`src/noc_guard_pkg.sv`:
```
// Shared field types, permission encoding and region codes for the access guard
// Imported by the address request interface and the guard modules

package noc_guard_pkg;

	// AXI address channel fields kept by the guard
	typedef logic [3:0] len_t;	// Burst length, beats minus one
	typedef logic [2:0] size_t;	// Burst size code
	typedef logic [3:0] id_t;	// Transaction ID

	// Region select from the top address bits
	localparam int unsigned REGION_BITS = 2;

	localparam logic [REGION_BITS-1:0] REGION_OPEN0  = 2'd0;	// Read and write
	localparam logic [REGION_BITS-1:0] REGION_OPEN1  = 2'd1;	// Read and write
	localparam logic [REGION_BITS-1:0] REGION_RDONLY = 2'd2;	// Writes denied
	localparam logic [REGION_BITS-1:0] REGION_LOCKED = 2'd3;	// All access denied

	// Permission result of the region decode
	// Bit 1 is the write deny, bit 0 the read deny, as on the old APU output
	typedef struct packed {
		logic write_deny;	// Region refuses writes
		logic read_deny;	// Region refuses reads
	} perm_t;

	// Denial counter, saturates at all ones
	localparam int unsigned DENY_CNT_WIDTH = 8;

endpackage
```
`src/addr_req_if.sv`:
```
// Held address request and its verdict, one instance per channel
// The slot drives the request and the policy answers with allow in the same cycle

`timescale 1ns/1ps

interface addr_req_if #(
	parameter int unsigned ADDR_WIDTH = 32	// Request address width
);
	import noc_guard_pkg::*;

	logic                  full;	// Slot holds a request
	logic [ADDR_WIDTH-1:0] addr;	// Held address
	len_t                  len;	// Held burst length
	size_t                 size;	// Held burst size
	id_t                   id;	// Held transaction ID
	logic                  allow;	// Verdict, valid while full

	modport slot (
		output full, addr, len, size, id,
		input  allow
	);

	modport policy (
		input  full, addr, len, size, id,
		output allow
	);

endinterface

```
`src/noc_access_guard.sv`:
```
// Address-side access guard between an AXI master and the network interface
// Top level, parameters set here are passed to the slots, policy and log

`timescale 1ns/1ps

module noc_access_guard #(
	parameter int unsigned ADDR_WIDTH     = 32,	// AXI address width
	parameter int unsigned XY_WIDTH       = 2,	// Mesh coordinate width
	parameter int unsigned MAX_BURST_LEN  = 0,	// Burst length limit
	parameter int unsigned MAX_BURST_SIZE = 2	// Burst size limit
) (
	input  logic                                     COUNTER_INTRUSION_DETECTED,	// Clock
	input  logic                                     rst_n,
	input  logic [XY_WIDTH-1:0]                      myx,	// Mesh position
	input  logic [XY_WIDTH-1:0]                      myy,

	// Write address from the master
	input  logic                                     aw_valid,
	output logic                                     aw_ready,
	input  logic [ADDR_WIDTH-1:0]                    aw_addr,
	input  noc_guard_pkg::len_t                      aw_len,
	input  noc_guard_pkg::size_t                     aw_size,
	input  noc_guard_pkg::id_t                       aw_id,

	// Read address from the master
	input  logic                                     ar_valid,
	output logic                                     ar_ready,
	input  logic [ADDR_WIDTH-1:0]                    ar_addr,
	input  noc_guard_pkg::len_t                      ar_len,
	input  noc_guard_pkg::size_t                     ar_size,
	input  noc_guard_pkg::id_t                       ar_id,

	// Forwarded write address
	output logic                                     fwd_aw_valid,
	input  logic                                     fwd_aw_ready,
	output logic [ADDR_WIDTH-1:0]                    fwd_aw_addr,
	output noc_guard_pkg::len_t                      fwd_aw_len,
	output noc_guard_pkg::size_t                     fwd_aw_size,
	output noc_guard_pkg::id_t                       fwd_aw_id,

	// Forwarded read address
	output logic                                     fwd_ar_valid,
	input  logic                                     fwd_ar_ready,
	output logic [ADDR_WIDTH-1:0]                    fwd_ar_addr,
	output noc_guard_pkg::len_t                      fwd_ar_len,
	output noc_guard_pkg::size_t                     fwd_ar_size,
	output noc_guard_pkg::id_t                       fwd_ar_id,

	output logic [(1 << (2 * XY_WIDTH))-1:0]         intrusion_flags,	// Sticky per node
	output logic [noc_guard_pkg::DENY_CNT_WIDTH-1:0] deny_count	// Saturating
);

	logic wr_deny;	// Policy to log
	logic rd_deny;

	addr_req_if #(.ADDR_WIDTH(ADDR_WIDTH)) wr_req ();	// Write slot to policy
	addr_req_if #(.ADDR_WIDTH(ADDR_WIDTH)) rd_req ();	// Read slot to policy

	addr_slot #(
		.ADDR_WIDTH (ADDR_WIDTH)
	) wr_slot_i (
		.clk       (COUNTER_INTRUSION_DETECTED),
		.rst_n     (rst_n),
		.in_valid  (aw_valid),
		.in_ready  (aw_ready),
		.in_addr   (aw_addr),
		.in_len    (aw_len),
		.in_size   (aw_size),
		.in_id     (aw_id),
		.req       (wr_req),
		.out_valid (fwd_aw_valid),
		.out_ready (fwd_aw_ready),
		.out_addr  (fwd_aw_addr),
		.out_len   (fwd_aw_len),
		.out_size  (fwd_aw_size),
		.out_id    (fwd_aw_id)
	);

	addr_slot #(
		.ADDR_WIDTH (ADDR_WIDTH)
	) rd_slot_i (
		.clk       (COUNTER_INTRUSION_DETECTED),
		.rst_n     (rst_n),
		.in_valid  (ar_valid),
		.in_ready  (ar_ready),
		.in_addr   (ar_addr),
		.in_len    (ar_len),
		.in_size   (ar_size),
		.in_id     (ar_id),
		.req       (rd_req),
		.out_valid (fwd_ar_valid),
		.out_ready (fwd_ar_ready),
		.out_addr  (fwd_ar_addr),
		.out_len   (fwd_ar_len),
		.out_size  (fwd_ar_size),
		.out_id    (fwd_ar_id)
	);

	access_policy #(
		.ADDR_WIDTH     (ADDR_WIDTH),
		.MAX_BURST_LEN  (MAX_BURST_LEN),
		.MAX_BURST_SIZE (MAX_BURST_SIZE)
	) policy_i (
		.wr      (wr_req),
		.rd      (rd_req),
		.wr_deny (wr_deny),
		.rd_deny (rd_deny)
	);

	intrusion_log #(
		.XY_WIDTH (XY_WIDTH)
	) log_i (
		.clk             (COUNTER_INTRUSION_DETECTED),
		.rst_n           (rst_n),
		.myx             (myx),
		.myy             (myy),
		.wr_deny         (wr_deny),
		.rd_deny         (rd_deny),
		.intrusion_flags (intrusion_flags),
		.deny_count      (deny_count)
	);

endmodule

```
`src/intrusion_log.sv`:
```
// Sticky intrusion flag per mesh node and saturating denial counter
// Fed by the policy deny pulses, the node's own bit is picked by myx and myy

`timescale 1ns/1ps

module intrusion_log #(
	parameter int unsigned XY_WIDTH = 2	// Mesh coordinate width
) (
	input  logic                                     clk,
	input  logic                                     rst_n,
	input  logic [XY_WIDTH-1:0]                      myx,	// Node column
	input  logic [XY_WIDTH-1:0]                      myy,	// Node row
	input  logic                                     wr_deny,
	input  logic                                     rd_deny,
	output logic [(1 << (2 * XY_WIDTH))-1:0]         intrusion_flags,	// One bit per node
	output logic [noc_guard_pkg::DENY_CNT_WIDTH-1:0] deny_count
);
	import noc_guard_pkg::*;

	localparam int unsigned NODE_COUNT = 1 << (2 * XY_WIDTH);
	localparam logic [DENY_CNT_WIDTH-1:0] CNT_MAX = '1;	// Saturation value

	logic [2*XY_WIDTH-1:0]   node_idx;	// myx * side + myy
	logic [NODE_COUNT-1:0]   node_sel;	// One-hot of this node
	logic                    any_deny;
	logic [DENY_CNT_WIDTH:0] cnt_sum;	// One extra bit for overflow

	assign node_idx = {myx, myy};	// Concatenation is x times side plus y
	assign node_sel = NODE_COUNT'(1) << node_idx;
	assign any_deny = wr_deny || rd_deny;
	assign cnt_sum  = {1'b0, deny_count}
		+ (DENY_CNT_WIDTH + 1)'(wr_deny)
		+ (DENY_CNT_WIDTH + 1)'(rd_deny);	// Adds 0, 1 or 2

	always_ff @(posedge clk or negedge rst_n)
	begin
		if (!rst_n)
		begin
			intrusion_flags <= '0;
			deny_count      <= '0;
		end
		else if (any_deny)
		begin
			intrusion_flags <= intrusion_flags | node_sel;	// Sticky until reset
			deny_count      <= (cnt_sum > {1'b0, CNT_MAX}) ? CNT_MAX
				: cnt_sum[DENY_CNT_WIDTH-1:0];
		end
	end

	a_cnt_monotonic: assert property (@(posedge clk) disable iff (!rst_n)
		1'b1 |=> deny_count >= $past(deny_count))
		else $error("intrusion_log: deny count went down");

endmodule

```
`src/access_policy.sv`:
```
// Burst-shape and region permission checks for the held write and read requests
// Pure combinational, gives allow to each slot and a deny pulse to the log

`timescale 1ns/1ps

module access_policy #(
	parameter int unsigned ADDR_WIDTH     = 32,	// Request address width
	parameter int unsigned MAX_BURST_LEN  = 0,	// Largest legal burst length
	parameter int unsigned MAX_BURST_SIZE = 2	// Largest legal size code
) (
	addr_req_if.policy wr,	// Held write address
	addr_req_if.policy rd,	// Held read address
	output logic       wr_deny,	// One pulse per denied write
	output logic       rd_deny	// One pulse per denied read
);
	import noc_guard_pkg::*;

	perm_t wr_perm;
	perm_t rd_perm;
	logic  wr_shape_ok;
	logic  rd_shape_ok;

	// Address permission unit, region from the top address bits
	function automatic perm_t region_perm(input logic [REGION_BITS-1:0] region);
		perm_t perm;
		perm = '0;
		case (region)
			REGION_OPEN0,
			REGION_OPEN1:  perm = '0;
			REGION_RDONLY: perm.write_deny = 1'b1;
			REGION_LOCKED:
			begin
				perm.write_deny = 1'b1;
				perm.read_deny  = 1'b1;
			end
		endcase
		return perm;
	endfunction

	// Intrusion check on burst length and size
	function automatic logic shape_ok(input len_t len, input size_t size);
		return (len <= MAX_BURST_LEN) && (size <= MAX_BURST_SIZE);
	endfunction

	assign wr_perm = region_perm(wr.addr[ADDR_WIDTH-1 -: REGION_BITS]);
	assign rd_perm = region_perm(rd.addr[ADDR_WIDTH-1 -: REGION_BITS]);

	assign wr_shape_ok = shape_ok(wr.len, wr.size);
	assign rd_shape_ok = shape_ok(rd.len, rd.size);

	assign wr.allow = wr_shape_ok && !wr_perm.write_deny;	// Both rules must pass
	assign rd.allow = rd_shape_ok && !rd_perm.read_deny;

	assign wr_deny = wr.full && !wr.allow;	// Lasts the single deny cycle
	assign rd_deny = rd.full && !rd.allow;

endmodule

```
`src/addr_slot.sv`:
```
// One-entry holding slot for an AXI address channel
// Forwards the held request when the policy allows it and drops it when denied

`timescale 1ns/1ps

module addr_slot #(
	parameter int unsigned ADDR_WIDTH = 32	// Request address width
) (
	input  logic                  clk,
	input  logic                  rst_n,
	input  logic                  in_valid,	// Upstream address valid
	output logic                  in_ready,	// High while the slot is empty
	input  logic [ADDR_WIDTH-1:0] in_addr,
	input  noc_guard_pkg::len_t   in_len,
	input  noc_guard_pkg::size_t  in_size,
	input  noc_guard_pkg::id_t    in_id,
	addr_req_if.slot              req,	// To the policy
	output logic                  out_valid,	// Downstream address valid
	input  logic                  out_ready,
	output logic [ADDR_WIDTH-1:0] out_addr,
	output noc_guard_pkg::len_t   out_len,
	output noc_guard_pkg::size_t  out_size,
	output noc_guard_pkg::id_t    out_id
);
	import noc_guard_pkg::*;

	logic                  full_q;	// Slot occupied
	logic [ADDR_WIDTH-1:0] addr_q;
	len_t                  len_q;
	size_t                 size_q;
	id_t                   id_q;
	logic                  accept;	// Upstream handshake this cycle
	logic                  release_slot;	// Slot empties at this edge

	assign in_ready     = !full_q;
	assign accept       = in_valid && in_ready;
	assign out_valid    = full_q && req.allow;	// Only allowed requests go out
	assign release_slot = full_q && (!req.allow || out_ready);	// Dropped or taken

	always_ff @(posedge clk or negedge rst_n)
	begin
		if (!rst_n)
			full_q <= 1'b0;
		else if (accept)
			full_q <= 1'b1;
		else if (release_slot)
			full_q <= 1'b0;
	end

	// Payload only loads on acceptance, held until the slot empties
	always_ff @(posedge clk)
	begin
		if (accept)
		begin
			addr_q <= in_addr;
			len_q  <= in_len;
			size_q <= in_size;
			id_q   <= in_id;
		end
	end

	assign req.full = full_q;	// Request seen by the policy
	assign req.addr = addr_q;
	assign req.len  = len_q;
	assign req.size = size_q;
	assign req.id   = id_q;

	assign out_addr = addr_q;	// Same register feeds downstream
	assign out_len  = len_q;
	assign out_size = size_q;
	assign out_id   = id_q;

	// Stalled forward request must hold
	a_fwd_stable: assert property (@(posedge clk) disable iff (!rst_n)
		out_valid && !out_ready |=> out_valid && $stable(out_addr))
		else $error("addr_slot: forward request changed under back-pressure");

	// Denied request leaves after its one cycle
	a_deny_drop: assert property (@(posedge clk) disable iff (!rst_n)
		req.full && !req.allow |=> in_ready)
		else $error("addr_slot: denied request not dropped");

endmodule

```
`config.mk`:
```
export PLATFORM = sky130hd
export DESIGN_NAME = noc_access_guard
export DESIGN_NICKNAME = d
export VERILOG_FILES = /design/src/noc_guard_pkg.sv /design/src/addr_req_if.sv /design/src/noc_access_guard.sv /design/src/intrusion_log.sv /design/src/access_policy.sv /design/src/addr_slot.sv
export SDC_FILE = /design/constraint.sdc
export NUM_CORES = 1
export LEC_CHECK = 0
export ABC_CLOCK_PERIOD_IN_PS = 3550
export BUFFER_PORTS_ARGS = -buffer_cell sky130_fd_sc_hd__buf_2
export CAP_MARGIN = 20
export CORE_ASPECT_RATIO = 1.75
export CORE_MARGIN = 5
export CORE_UTILIZATION = 44
export CTS_CLUSTER_SIZE = 25
export DETAILED_ROUTE_END_ITERATION = 10
export GPL_TIMING_DRIVEN = 1
export PLACE_DENSITY = 0.79
export SLEW_MARGIN = 40
export SYNTH_ARGS = -nofsm -noshare
export SYNTH_HDL_FRONTEND = slang
export SYNTH_SLANG_ARGS = --single-unit
```
`constraint.sdc`:
```
create_clock -name COUNTER_INTRUSION_DETECTED -period 3.55 [get_ports COUNTER_INTRUSION_DETECTED]
set_clock_uncertainty 0.2 [all_clocks]
set_input_delay 0.5325 -clock COUNTER_INTRUSION_DETECTED [delete_from_list [all_inputs] [get_ports COUNTER_INTRUSION_DETECTED]]
set_output_delay 0.5325 -clock COUNTER_INTRUSION_DETECTED [all_outputs]
set_load 0.03 [all_outputs]
```
* After elaboration in Yosys (flattened, before gate mapping)
Cells that the tools add are included.
** Word-level totals
- Bits in registers :: 112
- Input port bits :: 96
- Output and inout port bits :: 114
- Logic and storage cells :: 58
** Operators by class
- Add/subtract/negate cells :: 2
- $lt $le $gt $ge :: 5
- Eq/ne operators :: 4
- Shift-type cells :: 1
- Mux-type cells :: 7
- Bitwise logic cells :: 1
- Reductions and logical operators :: 26
** Operator list (count)
- 16-bit OR :: 1
- 1-bit by 4-bit << shifter with 16-bit output, first input constant :: 1
- 1-bit logical AND :: 12
- 8-bit by 1-bit adder with 9-bit output :: 1
- 9-bit by 1-bit adder with 9-bit output :: 1
- 9-bit by 8-bit greater-than comparator with 1-bit output, second input constant :: 1
- 4-bit by 1-bit less-or-equal comparator with 1-bit output, second input constant :: 2
- 8-bit two-way mux :: 1
- 2-bit == test, second input constant :: 3
- 3-bit by 2-bit less-or-equal comparator with 1-bit output, second input constant :: 2
- 1-bit zero test :: 6
- 1-bit two-way mux :: 5
- 2-bit nonzero test :: 2
- 2-bit OR reduction :: 2
- 1-bit logical OR :: 3
- 2-bit by 1-bit == test with 1-bit output, second input constant :: 1
- 2-bit zero test :: 1
- 1-bit case mux with 2 select lines :: 1

* Depth between registers and ports, before layout
Gate-level depths: netlist of run 1.
- Depth in word-level cells :: 11
- Mapped depth :: 9
- Depth with buffers taken out :: 9

* By module
From an unflattened synthesis of run 1, not the netlist that was laid out.
** Unflattened totals
- Cell total of the unflattened synthesis :: 285
- Area, all modules :: 4451.8 µm²
** By module, submodules not included
- addr_slot :: instances 2, cells an instance 92, area an instance 1669.1 µm², sequential area each 1316.3 µm²
- intrusion_log :: instances 1, cells an instance 90, area an instance 1044.8 µm², sequential area each 600.6 µm²
- access_policy :: instances 1, cells an instance 11, area an instance 68.8 µm², sequential area each 0.0 µm²

* Least setup slack after synthesis of run 1
Ideal clock, no wire load.
- Path type :: input -> register
- Start point :: input port ar_valid
- End point :: register rd_slot_i.addr_q[0] (netlist: rd_slot_i.out_addr[0]) (enable)
- Setup time :: 450 ps
- Data arrival time :: 2482 ps
- Data required time :: 2900 ps
- Path slack :: 418 ps
- Stages :: 1
- Cell sequence :: nor2b_1
** On the way
- Longest elaborated chain between the ends :: 1
** RTL lines
- start: declaration :: RTL line noc_access_guard.sv:26 : input logic ar_valid,
- 1-bit logical AND :: RTL line addr_slot.sv:36 : assign accept = in_valid && in_ready;
- end signal: assignment :: RTL line addr_slot.sv:55 : addr_q <= in_addr;
- end: declaration :: RTL line addr_slot.sv:28 : logic [ADDR_WIDTH-1:0] addr_q;
Every way passes these cells.
A chain may end at the register's enable or synchronous reset.

* Worst setup path in the final report of run 1
- Start point :: register rd_slot_i.len_q[3] (netlist: rd_slot_i.out_len[3])
- End point :: register log_i.deny_count[1] (netlist name)
** On the way
- Longest elaborated chain between the ends :: 8
- Elaborated cells between the ends (all ways) :: 9
** RTL lines
- start: declaration :: RTL line addr_slot.sv:29 : len_t len_q;
- start signal: assignment :: RTL line addr_slot.sv:56 : len_q <= in_len;
- 4-bit by 1-bit less-or-equal comparator with 1-bit output * :: RTL line access_policy.sv:42 : return (len <= MAX_BURST_LEN) && (size <= MAX_BURST_SIZE);
- 1-bit logical AND * :: RTL line access_policy.sv:42
- 1-bit logical AND * :: RTL line access_policy.sv:52 : assign rd.allow = rd_shape_ok && !rd_perm.read_deny;
- 1-bit zero test * :: RTL line access_policy.sv:55 : assign rd_deny = rd.full && !rd.allow;
- 1-bit logical AND * :: RTL line access_policy.sv:55
- 9-bit by 1-bit adder with 9-bit output :: RTL line intrusion_log.sv:33 : + (DENY_CNT_WIDTH + 1)'(rd_deny);
- 9-bit by 8-bit greater-than comparator with 1-bit output :: RTL line intrusion_log.sv:45 : deny_count <= (cnt_sum > {1'b0, CNT_MAX}) ? CNT_MAX
- 8-bit two-way mux :: RTL line intrusion_log.sv:45
- end signal: assignment :: RTL line intrusion_log.sv:45
- end: declaration :: RTL line intrusion_log.sv:16 : output logic [noc_guard_pkg::DENY_CNT_WIDTH-1:0] deny_count
Every way passes the cells marked *; elsewhere a longest branch is shown, timed or not.

==> impl_metrics.json, run 1 <==
{
  "fin_area_mm2": 0.00531,
  "firstDrtPassIters": 4,
  "drt-total-wl_mm": 9.48,
  "h-tree-depth": 3,
  "synth.avg_cell_area_um2": 20.3,
  "initial_core_util": 0.444,
  "use_met2": 0.320,
  "multi_input_comb_area_um2": 569,
  "synth_cells": 188,
  "cts_resized": 0,
  "antenna_found_initial": 0,
  "critical_path_required_ns": 3.57,
  "fin_ws_ns": 0.656,
  "antenna_cells": 0,
  "worstHoldPathType": "in2async",
  "hold_viol": 8,
  "ctsHoldBuffers": 0,
  "ys_types": 31,
  "max_freq_ghz": 0.346,
  "clock_path_buffers": 2,
  "end_kind": "flip-flop",
  "n_fill_cell": 678,
  "globalRouteTotalUtil": 0.181,
  "status": "finished with violations",
  "grt_pass1_vias": 2763,
  "post-route-util": 0.617,
  "dr.first_iter.drc_count": 99,
  "fin_crit_sh": 0.815,
  "rsz0062_at_grt": "false",
  "drc": 0,
  "route.vias.total": 2556,
  "p_switching_uw": 944,
  "cts_made_buffers": 9,
  "dpl_worst_slack_ns": 0.656,
  "met1_usage": 0.186,
  "synthDominantCellAreaShare": 0.676,
  "area_growth_pct": 39.1,
  "tns_ns": 0,
  "fp.dieArea_mm2": 0.0107,
  "relSlewSlack": 0.505,
  "syn_area_mm2": 0.00382,
  "arrival_ns": 2.91,
  "final_layout_size_suffix_gt1_frac": 0.581,
  "gp_congestion": 0.795,
  "cap_violations": 0,
  "tightest_slew_ns": 0.740,
  "seqCellArea_mm2": 0.00323,
  "port_buffers": 209,
  "yosysSeqAreaShare": 0.846,
  "grt_first_pass_wirelength_mm": 14.3,
  "irDropWorstVdd_uv": 380,
  "clock_latency_ns": 0.34,
  "postCtsSetupBuffers": 0,
  "cts_tree": "yes",
  "path_clk_slew_ns": 0.07,
  "busiest_layer": "met2",
  "p_leak_nw": 2.31,
  "ioPinCount": 210,
  "cts-root-buf": "clkbuf_16",
  "post_drt_wl_per_cell_um": 17.8,
  "die_height_um": 133,
  "power_density_mw_per_mm2": 598,
  "dp_hpwl_mm": 7.50,
  "finalCriticalPeriod_ns": 2.89,
  "synth_fp_nets": 286,
  "synthTopCellsByArea": "edfxtp_1, dfrtp_1, a31o_1",
  "synth_warnings": 0,
  "drv_slew": 0,
  "viasPerCell": 4.80,
  "die_x_um": 80.4,
  "cp_max_fo": 8,
  "seqPwrFrac": 0.514,
  "clock_power_share": 0.292,
  "cts_sinks": 112,
  "whs_ns": -0.00581,
  "rows": 45,
  "combPwrFrac": 0.194,
  "grtUsageMet3": 0.0656,
  "yosys.area.top_type": "edfxtp_1",
  "dpl_cell_area_mm2": 0.00504,
  "grt_overflow_total": 0,
  "critPathLaunchType": "flip-flop",
  "core_region_area_mm2": 0.00861,
  "sw_frac_of_total": 0.297,
  "violations": "hold timing",
  "grt_max_degree": 28,
  "ant_nets": 0,
  "fin_nets": 508,
  "p_int_mw": 2.24,
  "ys_ff_latch": 112,
  "finalSetupViolCount": 0,
  "criticalPathCategory": "reg2reg"
}
==> through the flow <==
| stage | std cells | power, mW |
|---|---|---|
| floorplan | 188 | 2.04 |
| global placement | 516 | 2.27 |
| detailed placement | 516 | 2.29 |
| CTS | 532 | 3.21 |
| global route | 532 | 3.32 |
| finish | 532 | 3.18 |
==> state kept, by name, indices dropped and copies added, names as in the netlist <==
register	count
log_i.intrusion_flags	16
rd_slot_i.out_len	4
log_i.deny_count	8
rd_slot_i.out_size	3
wr_slot_i.out_len	4
wr_slot_i.req.full	1
rd_slot_i.req.full	1
wr_slot_i.out_id	4
rd_slot_i.out_id	4
wr_slot_i.out_addr	32
rd_slot_i.out_addr	32
wr_slot_i.out_size	3
==> cells in the mapped netlist <==
| cell type | count |
|---|---|
| a211o_1 | 2 |
| nand4_1 | 2 |
| or4_4 | 1 |
| a31o_1 | 10 |
| nor3_1 | 1 |
| or3_1 | 1 |
| and3_1 | 1 |
| dfrtp_1 | 26 |
| a21boi_1 | 2 |
| nor4_1 | 1 |
| o31ai_4 | 1 |
| mux2_2 | 7 |
| a21oi_1 | 4 |
| and4b_1 | 1 |
| a31o_2 | 2 |
| nand2_4 | 1 |
| ha_1 | 1 |
| nand2b_1 | 2 |
| fa_1 | 1 |
| edfxtp_1 | 86 |
| buf_6 | 1 |
| nor2b_1 | 6 |
| a41o_1 | 4 |
| a21o_1 | 2 |
| o21ai_4 | 1 |
| nor2_1 | 2 |
| and2_1 | 3 |
| mux2_1 | 1 |
| nand3_1 | 2 |
| nand2_1 | 7 |
| inv_1 | 6 |
==> worst max-delay path: stages, from the launching register on <==
cell and delay (ns):
edfxtp_1 0.38, or3_1 0.44, o31ai_4 0.43, fa_1 0.27, inv_1 0.06, ha_1 0.19, and3_1 0.18, nand4_1 0.24
nand2b_1 0.10, mux2_1 0.30
==> final cells by class <==
class | count | share of cell area
clock buffers | 11 | 0.0438
clock inverters | 5 | 0.00777
inverters | 6 | 0.00424
multi-input cells | 69 | 0.107
flip-flops and latches | 112 | 0.608
well taps | 117 | 0.0275
repair buffers | 212 | 0.201
==> power by group through the flow <==
stage	sequential [mW]	clock, mW	combinational [mW]
2_1_floorplan	1.90	0	0.148
3_3_place_gp	1.65	0	0.612
3_5_place_dp	1.66	0	0.624
4_1_cts	1.63	0.951	0.625
5_1_grt	1.65	1.02	0.658
6_report	1.63	0.929	0.618
==> final timing paths <==
path	endpoint	start	cells after the start	slack (ns)
setup / recovery	log_i.deny_count[1]	rd_slot_i.out_len[3]	9	0.66
hold / removal	log_i.intrusion_flags[3]	rst_n	1	-0.006
setup reg to reg	log_i.deny_count[1]	rd_slot_i.out_len[3]	9	0.66
hold reg to reg	log_i.intrusion_flags[6]	log_i.intrusion_flags[6]	1	0.26
max in group asynchronous	log_i.deny_count[0]	rst_n	1	2.76
min in group COUNTER_INTRUSION_DETECTED	wr_slot_i.out_addr[24]	aw_addr[24]	1	0.16
==> cell usage in the layout, fill, tap and decap left out, types with 2 or more instances in the layout <==
| cell | count |
|---|---|
| edfxtp_1 | 86 |
| and2_1 | 3 |
| nand2b_1 | 2 |
| inv_1 | 6 |
| nand4_1 | 2 |
| nand3_1 | 2 |
| nor2b_4 | 2 |
| a21boi_1 | 2 |
| clkbuf_1 | 2 |
| nor2_1 | 2 |
| nand2_1 | 7 |
| a21o_1 | 2 |
| buf_4 | 3 |
| nor2b_1 | 4 |
| buf_2 | 209 |
| a41o_1 | 4 |
| clkbuf_16 | 9 |
| a31o_2 | 2 |
| a211o_1 | 2 |
| dfrtp_1 | 26 |
| mux2_2 | 7 |
| a21oi_1 | 4 |
| a31o_1 | 10 |
==> kinds of logic after synthesis <==
kind of cell	Yosys count	synth area share
flip-flops	112	0.846
AND/OR/NAND/NOR	31	0.0475
AO/OA/AOI/OAI	28	0.0655
multiplexers	8	0.0236
buffers and inverters	7	0.00884
adder cells (fa/ha/maj)	2	0.00851
==> layer usage <==
metal	up-vias	routed length (µm)	part of all wire
met5	-	0	0
met1	1211	3100	0.33
met2	140	5120	0.54
met4	0	264	0.028
li1	1183	-	-
met3	22	997	0.11
(Power assumes the default switching activity.)
==> run 2: changes to the inputs <==
- ABC_CLOCK_PERIOD_IN_PS: 3550 -> 2610
- CORE_UTILIZATION: 44 -> 40
- PLACE_DENSITY: 0.79 -> 0.76
- clock period: 3.55 -> 2.61 ns (I/O delays scaled with it)
==> run 2 against run 1 <==
The flow now finishes without violations. Critical path depth stayed put. Final area rose by 3.1%. Register-to-register slack worse by 0.57 ns. First-iteration DRC count fell by 25%. Sequential power grew 36%. Worst setup slack worse by 0.57 ns. Via count fell by 1.1%. Critical path type unchanged.
==> impl_metrics.json, run 2 (same netlist as run 1, synthesis figures left out) <==
{
  "status": "finished, final reports clean",
  "grt_first_pass_wirelength_mm": 14.8,
  "p_leak_nw": 2.37,
  "cts_tree": "yes",
  "criticalPathCategory": "reg2reg",
  "fin_crit_sh": 0.965,
  "finalCriticalPeriod_ns": 2.52,
  "power_density_mw_per_mm2": 826,
  "worstHoldPathType": "in2reg",
  "die_height_um": 139,
  "cpMaxStageDelayCell": "or4_4",
  "clock_path_buffers": 2,
  "grt_overflow_total": 0,
  "gp_congestion": 0.786,
  "whs_endpoint": "wr_slot_i.out_addr[11]",
  "route.vias.total": 2528,
  "final_common_cell": "buf_2",
  "cts_made_buffers": 9,
  "hp-start": "aw_addr[11]",
  "fp.dieArea_mm2": 0.0117,
  "globalRouteTotalUtil": 0.164,
  "drc": 0,
  "hold_depth": 1,
  "clock_latency_ns": 0.34,
  "post-route-util": 0.582,
  "grt_max_degree": 37,
  "fin_ws_ns": 0.0910,
  "cap_violations": 0,
  "cts-root-buf": "clkbuf_16",
  "hold_viol": 0,
  "timing.rr.end": "log_i.deny_count[5]",
  "ant_nets": 0,
  "ioPinCount": 210,
  "arrival_ns": 2.54,
  "tightest_slew_ns": 0.596,
  "final_cell_mix": "buf_2, edfxtp_1, dfrtp_1",
  "n_fill_cell": 771,
  "worstRegToRegCells": 9,
  "dp_hpwl_mm": 7.48,
  "fin_nets": 515,
  "end_kind": "flip-flop",
  "critical_path_required_ns": 2.63,
  "finalSetupViolCount": 0,
  "post_drt_wl_per_cell_um": 17.3,
  "core_region_area_mm2": 0.00941,
  "critPathLaunchType": "flip-flop",
  "path_clk_slew_ns": 0.08,
  "drv_slew": 0,
  "viasPerCell": 4.65,
  "h-tree-depth": 3,
  "irDropWorstVdd_uv": 568,
  "firstDrtPassIters": 4,
  "power_mw": 4.52,
  "relSlewSlack": 0.603,
  "rows": 47,
  "antenna_cells": 0,
  "crit_buf_inv": 1,
  "max_freq_ghz": 0.397,
  "port_buffers": 209,
  "dpl_worst_slack_ns": 0.0617,
  "cts_sinks": 112,
  "regToRegStartpoint": "wr_slot_i.out_len[1]",
  "cpPeakStageDelay_ns": 0.56,
  "rsz0062_at_grt": "true",
  "final_layout_size_suffix_gt1_frac": 0.600,
  "antenna_found_initial": 0,
  "drt-total-wl_mm": 9.43,
  "area_growth_pct": 43.4,
  "r2r_slack_ns": 0.09,
  "die_x_um": 83.9,
  "dr.first_iter.drc_count": 74,
  "grt_pass1_vias": 2738,
  "initial_core_util": 0.406,
  "cp_max_fo": 6,
  "path_cells": "or4_4, o21ai_4, fa_2, inv_2, ha_4, and3_4, nand4_1, nand2_1, mux2_4",
  "cp_top_family": "simple AND/OR/NAND/NOR gates"
}
[run 2: changes by cell type in the layout (fill, tap and decap cells not counted), sizes merged]
cell         delta
buf             +4
bufinv          +1
clkbuf          -2
dlygate4sd3     +3
inv             +1
[run 2: worst reg2reg max path, cell delays in order, from the launching register on]
cell,delay [ns]
edfxtp_1,0.38
or4_4,0.56
o21ai_4,0.16
fa_2,0.23
inv_2,0.05
ha_4,0.15
and3_4,0.14
nand4_1,0.18
nand2_1,0.08
mux2_4,0.26
[run 2: worst max path at each step]
stage,from,endpoint,depth (start not counted)
after detailed placement,rd_slot_i.out_size[2],log_i.deny_count[2],9
final,wr_slot_i.out_len[1],log_i.deny_count[5],9
after global routing,wr_slot_i.out_len[1],log_i.deny_count[5],9
after floorplan,rd_slot_i.out_size[2],log_i.deny_count[1],9
after global placement,wr_slot_i.out_len[1],log_i.deny_count[1],9
after CTS,rd_slot_i.out_size[2],log_i.deny_count[2],9
[run 2: report_power, final]
group / internal (mW) / switching (mW)
logic: 0.331 / 0.579
registers: 2.11 / 0.117
clock network: 0.763 / 0.626
[run 2: what timing repair did]
item / CTS / global route
buffers inserted: 0 / 3
hold buffers: 1 / 2
endpoints found under the setup margin: 0 / 6
endpoints found under the hold margin: 26 / 2
resized for setup: 0 / 4
[run 2: metal layers]
metal  vias up  share of wire  global-route usage
met2       136           0.51               0.277
met4         0          0.029              0.0720
met1      1183           0.36               0.182
met3        21           0.10              0.0662
met5         -              0                   0
li1       1188              -                   -
[run 2: cell type report]
cell class              instances  area, µm²  area share
flip-flops and latches        112       3230       0.590
multi-input cells              69        618       0.113
clock buffers                   9        225      0.0411
well taps                     122        153      0.0279
clock inverters                 7       86.3      0.0158
repair buffers                219       1140       0.208
inverters                       6       22.5     0.00411
[run 2: metrics by stage]
stage          TNS (ns)  cells  cell area [µm²]  hold WS [ns]
6_report              0    544             5480        0.0164
5_1_grt          -0.380    544             5480       0.00209
4_1_cts               0    539             5420      0.000986
3_5_place_dp          0    522             5100         0.235
3_3_place_gp          0    522             5100         0.222
2_1_floorplan     -1.31    188             3860        -0.104
==> run 3: changes to the inputs <==
- CORE_ASPECT_RATIO: 1.75 -> unset
==> run 3 against run 2 <==
Worst setup slack got worse by 0.079 ns. Non-clock buffer count grew 80. Maximum frequency down 3.0%.
==> impl_metrics.json, run 3 (same netlist as run 1, synthesis figures left out) <==
{
  "status": "finished, final reports clean",
  "drc": 0,
  "hold_viol": 0,
  "drt-total-wl_mm": 11.0,
  "viasPerCell": 4.61,
  "regToRegStartpoint": "wr_slot_i.out_size[2]",
  "initial_core_util": 0.412,
  "end_kind": "flip-flop",
  "cap_violations": 0,
  "rows": 35,
  "critPathLaunchType": "flip-flop",
  "fp.dieArea_mm2": 0.0116,
  "die_height_um": 108,
  "ant_nets": 0,
  "globalRouteTotalUtil": 0.191,
  "power_density_mw_per_mm2": 680,
  "timing.rr.end": "log_i.deny_count[0]",
  "cp_max_fo": 6,
  "tns_ns": 0,
  "clock_latency_ns": 0.36,
  "hp-start": "aw_id[2]",
  "fin_ws_ns": 0.0119,
  "post_drt_wl_per_cell_um": 17.3,
  "finalCriticalPeriod_ns": 2.60,
  "grt_first_pass_wirelength_mm": 16.7,
  "irDropWorstVdd_uv": 376,
  "path_clk_slew_ns": 0.11,
  "antenna_found_initial": 1,
  "grt_pass1_vias": 3163,
  "fin_cells": 633,
  "final_common_cell": "buf_2",
  "arrival_ns": 2.64,
  "grt_overflow_total": 0,
  "gp_congestion": 0.812,
  "relSlewSlack": 0.595,
  "core_region_area_mm2": 0.00928,
  "tightest_slew_ns": 0.606,
  "dpl_cell_area_mm2": 0.00511,
  "h-tree-depth": 3,
  "die_x_um": 108,
  "dpl.cell_count": 529,
  "fin_crit_sh": 0.995,
  "final_cell_mix": "buf_2, edfxtp_1, dlygate4sd3_1",
  "route.vias.total": 2917,
  "cts_tree": "yes",
  "ioPinCount": 210,
  "worstRegToRegCells": 9,
  "final_layout_size_suffix_gt1_frac": 0.500,
  "whs_ns": 0.0298,
  "criticalPathCategory": "reg2reg",
  "max_freq_ghz": 0.385,
  "hold_depth": 1,
  "grt_max_degree": 45,
  "fin_nets": 595,
  "clock_path_buffers": 2,
  "port_buffers": 209,
  "r2r_slack_ns": 0.01,
  "cts_sinks": 112,
  "firstDrtPassIters": 4,
  "critical_path_required_ns": 2.65,
  "worstHoldPathType": "in2reg",
  "rsz0062_at_grt": "true",
  "finalSetupViolCount": 0,
  "cts-root-buf": "clkbuf_8",
  "dp_hpwl_mm": 7.43,
  "dr.first_iter.drc_count": 118,
  "p_leak_nw": 2.64,
  "area_growth_pct": 61.1,
  "whs_endpoint": "wr_slot_i.out_id[2]",
  "drv_slew": 0,
  "cts_made_buffers": 9,
  "dpl_worst_slack_ns": 0.0557,
  "fin_area_mm2": 0.00616
}
-- run 3: final cells by class --
type                       count  area, µm²
fill                         690       3130
multi-input combinational     69        609
timing repair buffer         299       1940
sequential                   112       3230
antenna                        2       5.00
inverter                       6       22.5
clock buffer                  10        128
clock inverter                 6       52.6
tap                          129        161
-- run 3: worst max-delay path by stage --
stage	start	endpoint	cells past startpoint
floorplan	rd_slot_i.out_size[2]	log_i.deny_count[1]	9
global placement	rd_slot_i.out_size[2]	log_i.deny_count[1]	9
detailed placement	rd_slot_i.out_size[2]	log_i.deny_count[0]	9
CTS	rd_slot_i.out_size[2]	log_i.deny_count[0]	9
global route	wr_slot_i.out_len[3]	log_i.deny_count[0]	9
finish	wr_slot_i.out_size[2]	log_i.deny_count[0]	9
-- run 3: critical path, stage by stage (launching register included) --
cell,delay [ns]
edfxtp_1,0.40
or4_4,0.57
o21ai_4,0.16
fa_2,0.23
inv_2,0.05
ha_4,0.15
and3_4,0.14
nand4_1,0.20
nand2_1,0.10
mux2_4,0.26
-- run 3: where the power goes --
part           total, mW  switching [mW]  internal [mW]  leakage (nW)
clock              0.959           0.595          0.364        0.0903
combinational      0.999           0.593          0.406          1.45
sequential          2.22           0.118           2.11          1.10
total               4.18            1.31           2.88          2.64
-- run 3: per-stage QoR --
stage           util  total power [mW]
6_report       0.663              4.18
5_1_grt        0.663              4.39
4_1_cts        0.659              4.20
3_5_place_dp   0.550              3.15
3_3_place_gp   0.550              3.12
2_1_floorplan      -              2.81
-- run 3: repair_timing --
item / in CTS / in global routing
resized for setup: 0 / 2
hold buffers: 83 / 1
hold endpoints to repair: 108 / 1
endpoints found under the setup margin: 0 / 6
buffers inserted: 0 / 2
-- run 3: per-layer routing --
layer  up-vias  share of wire  track usage
li1       1351              -            -
met1      1397           0.34        0.200
met2       143           0.54        0.341
met3        26          0.096       0.0822
met4         0          0.023       0.0676
met5         -              0            0
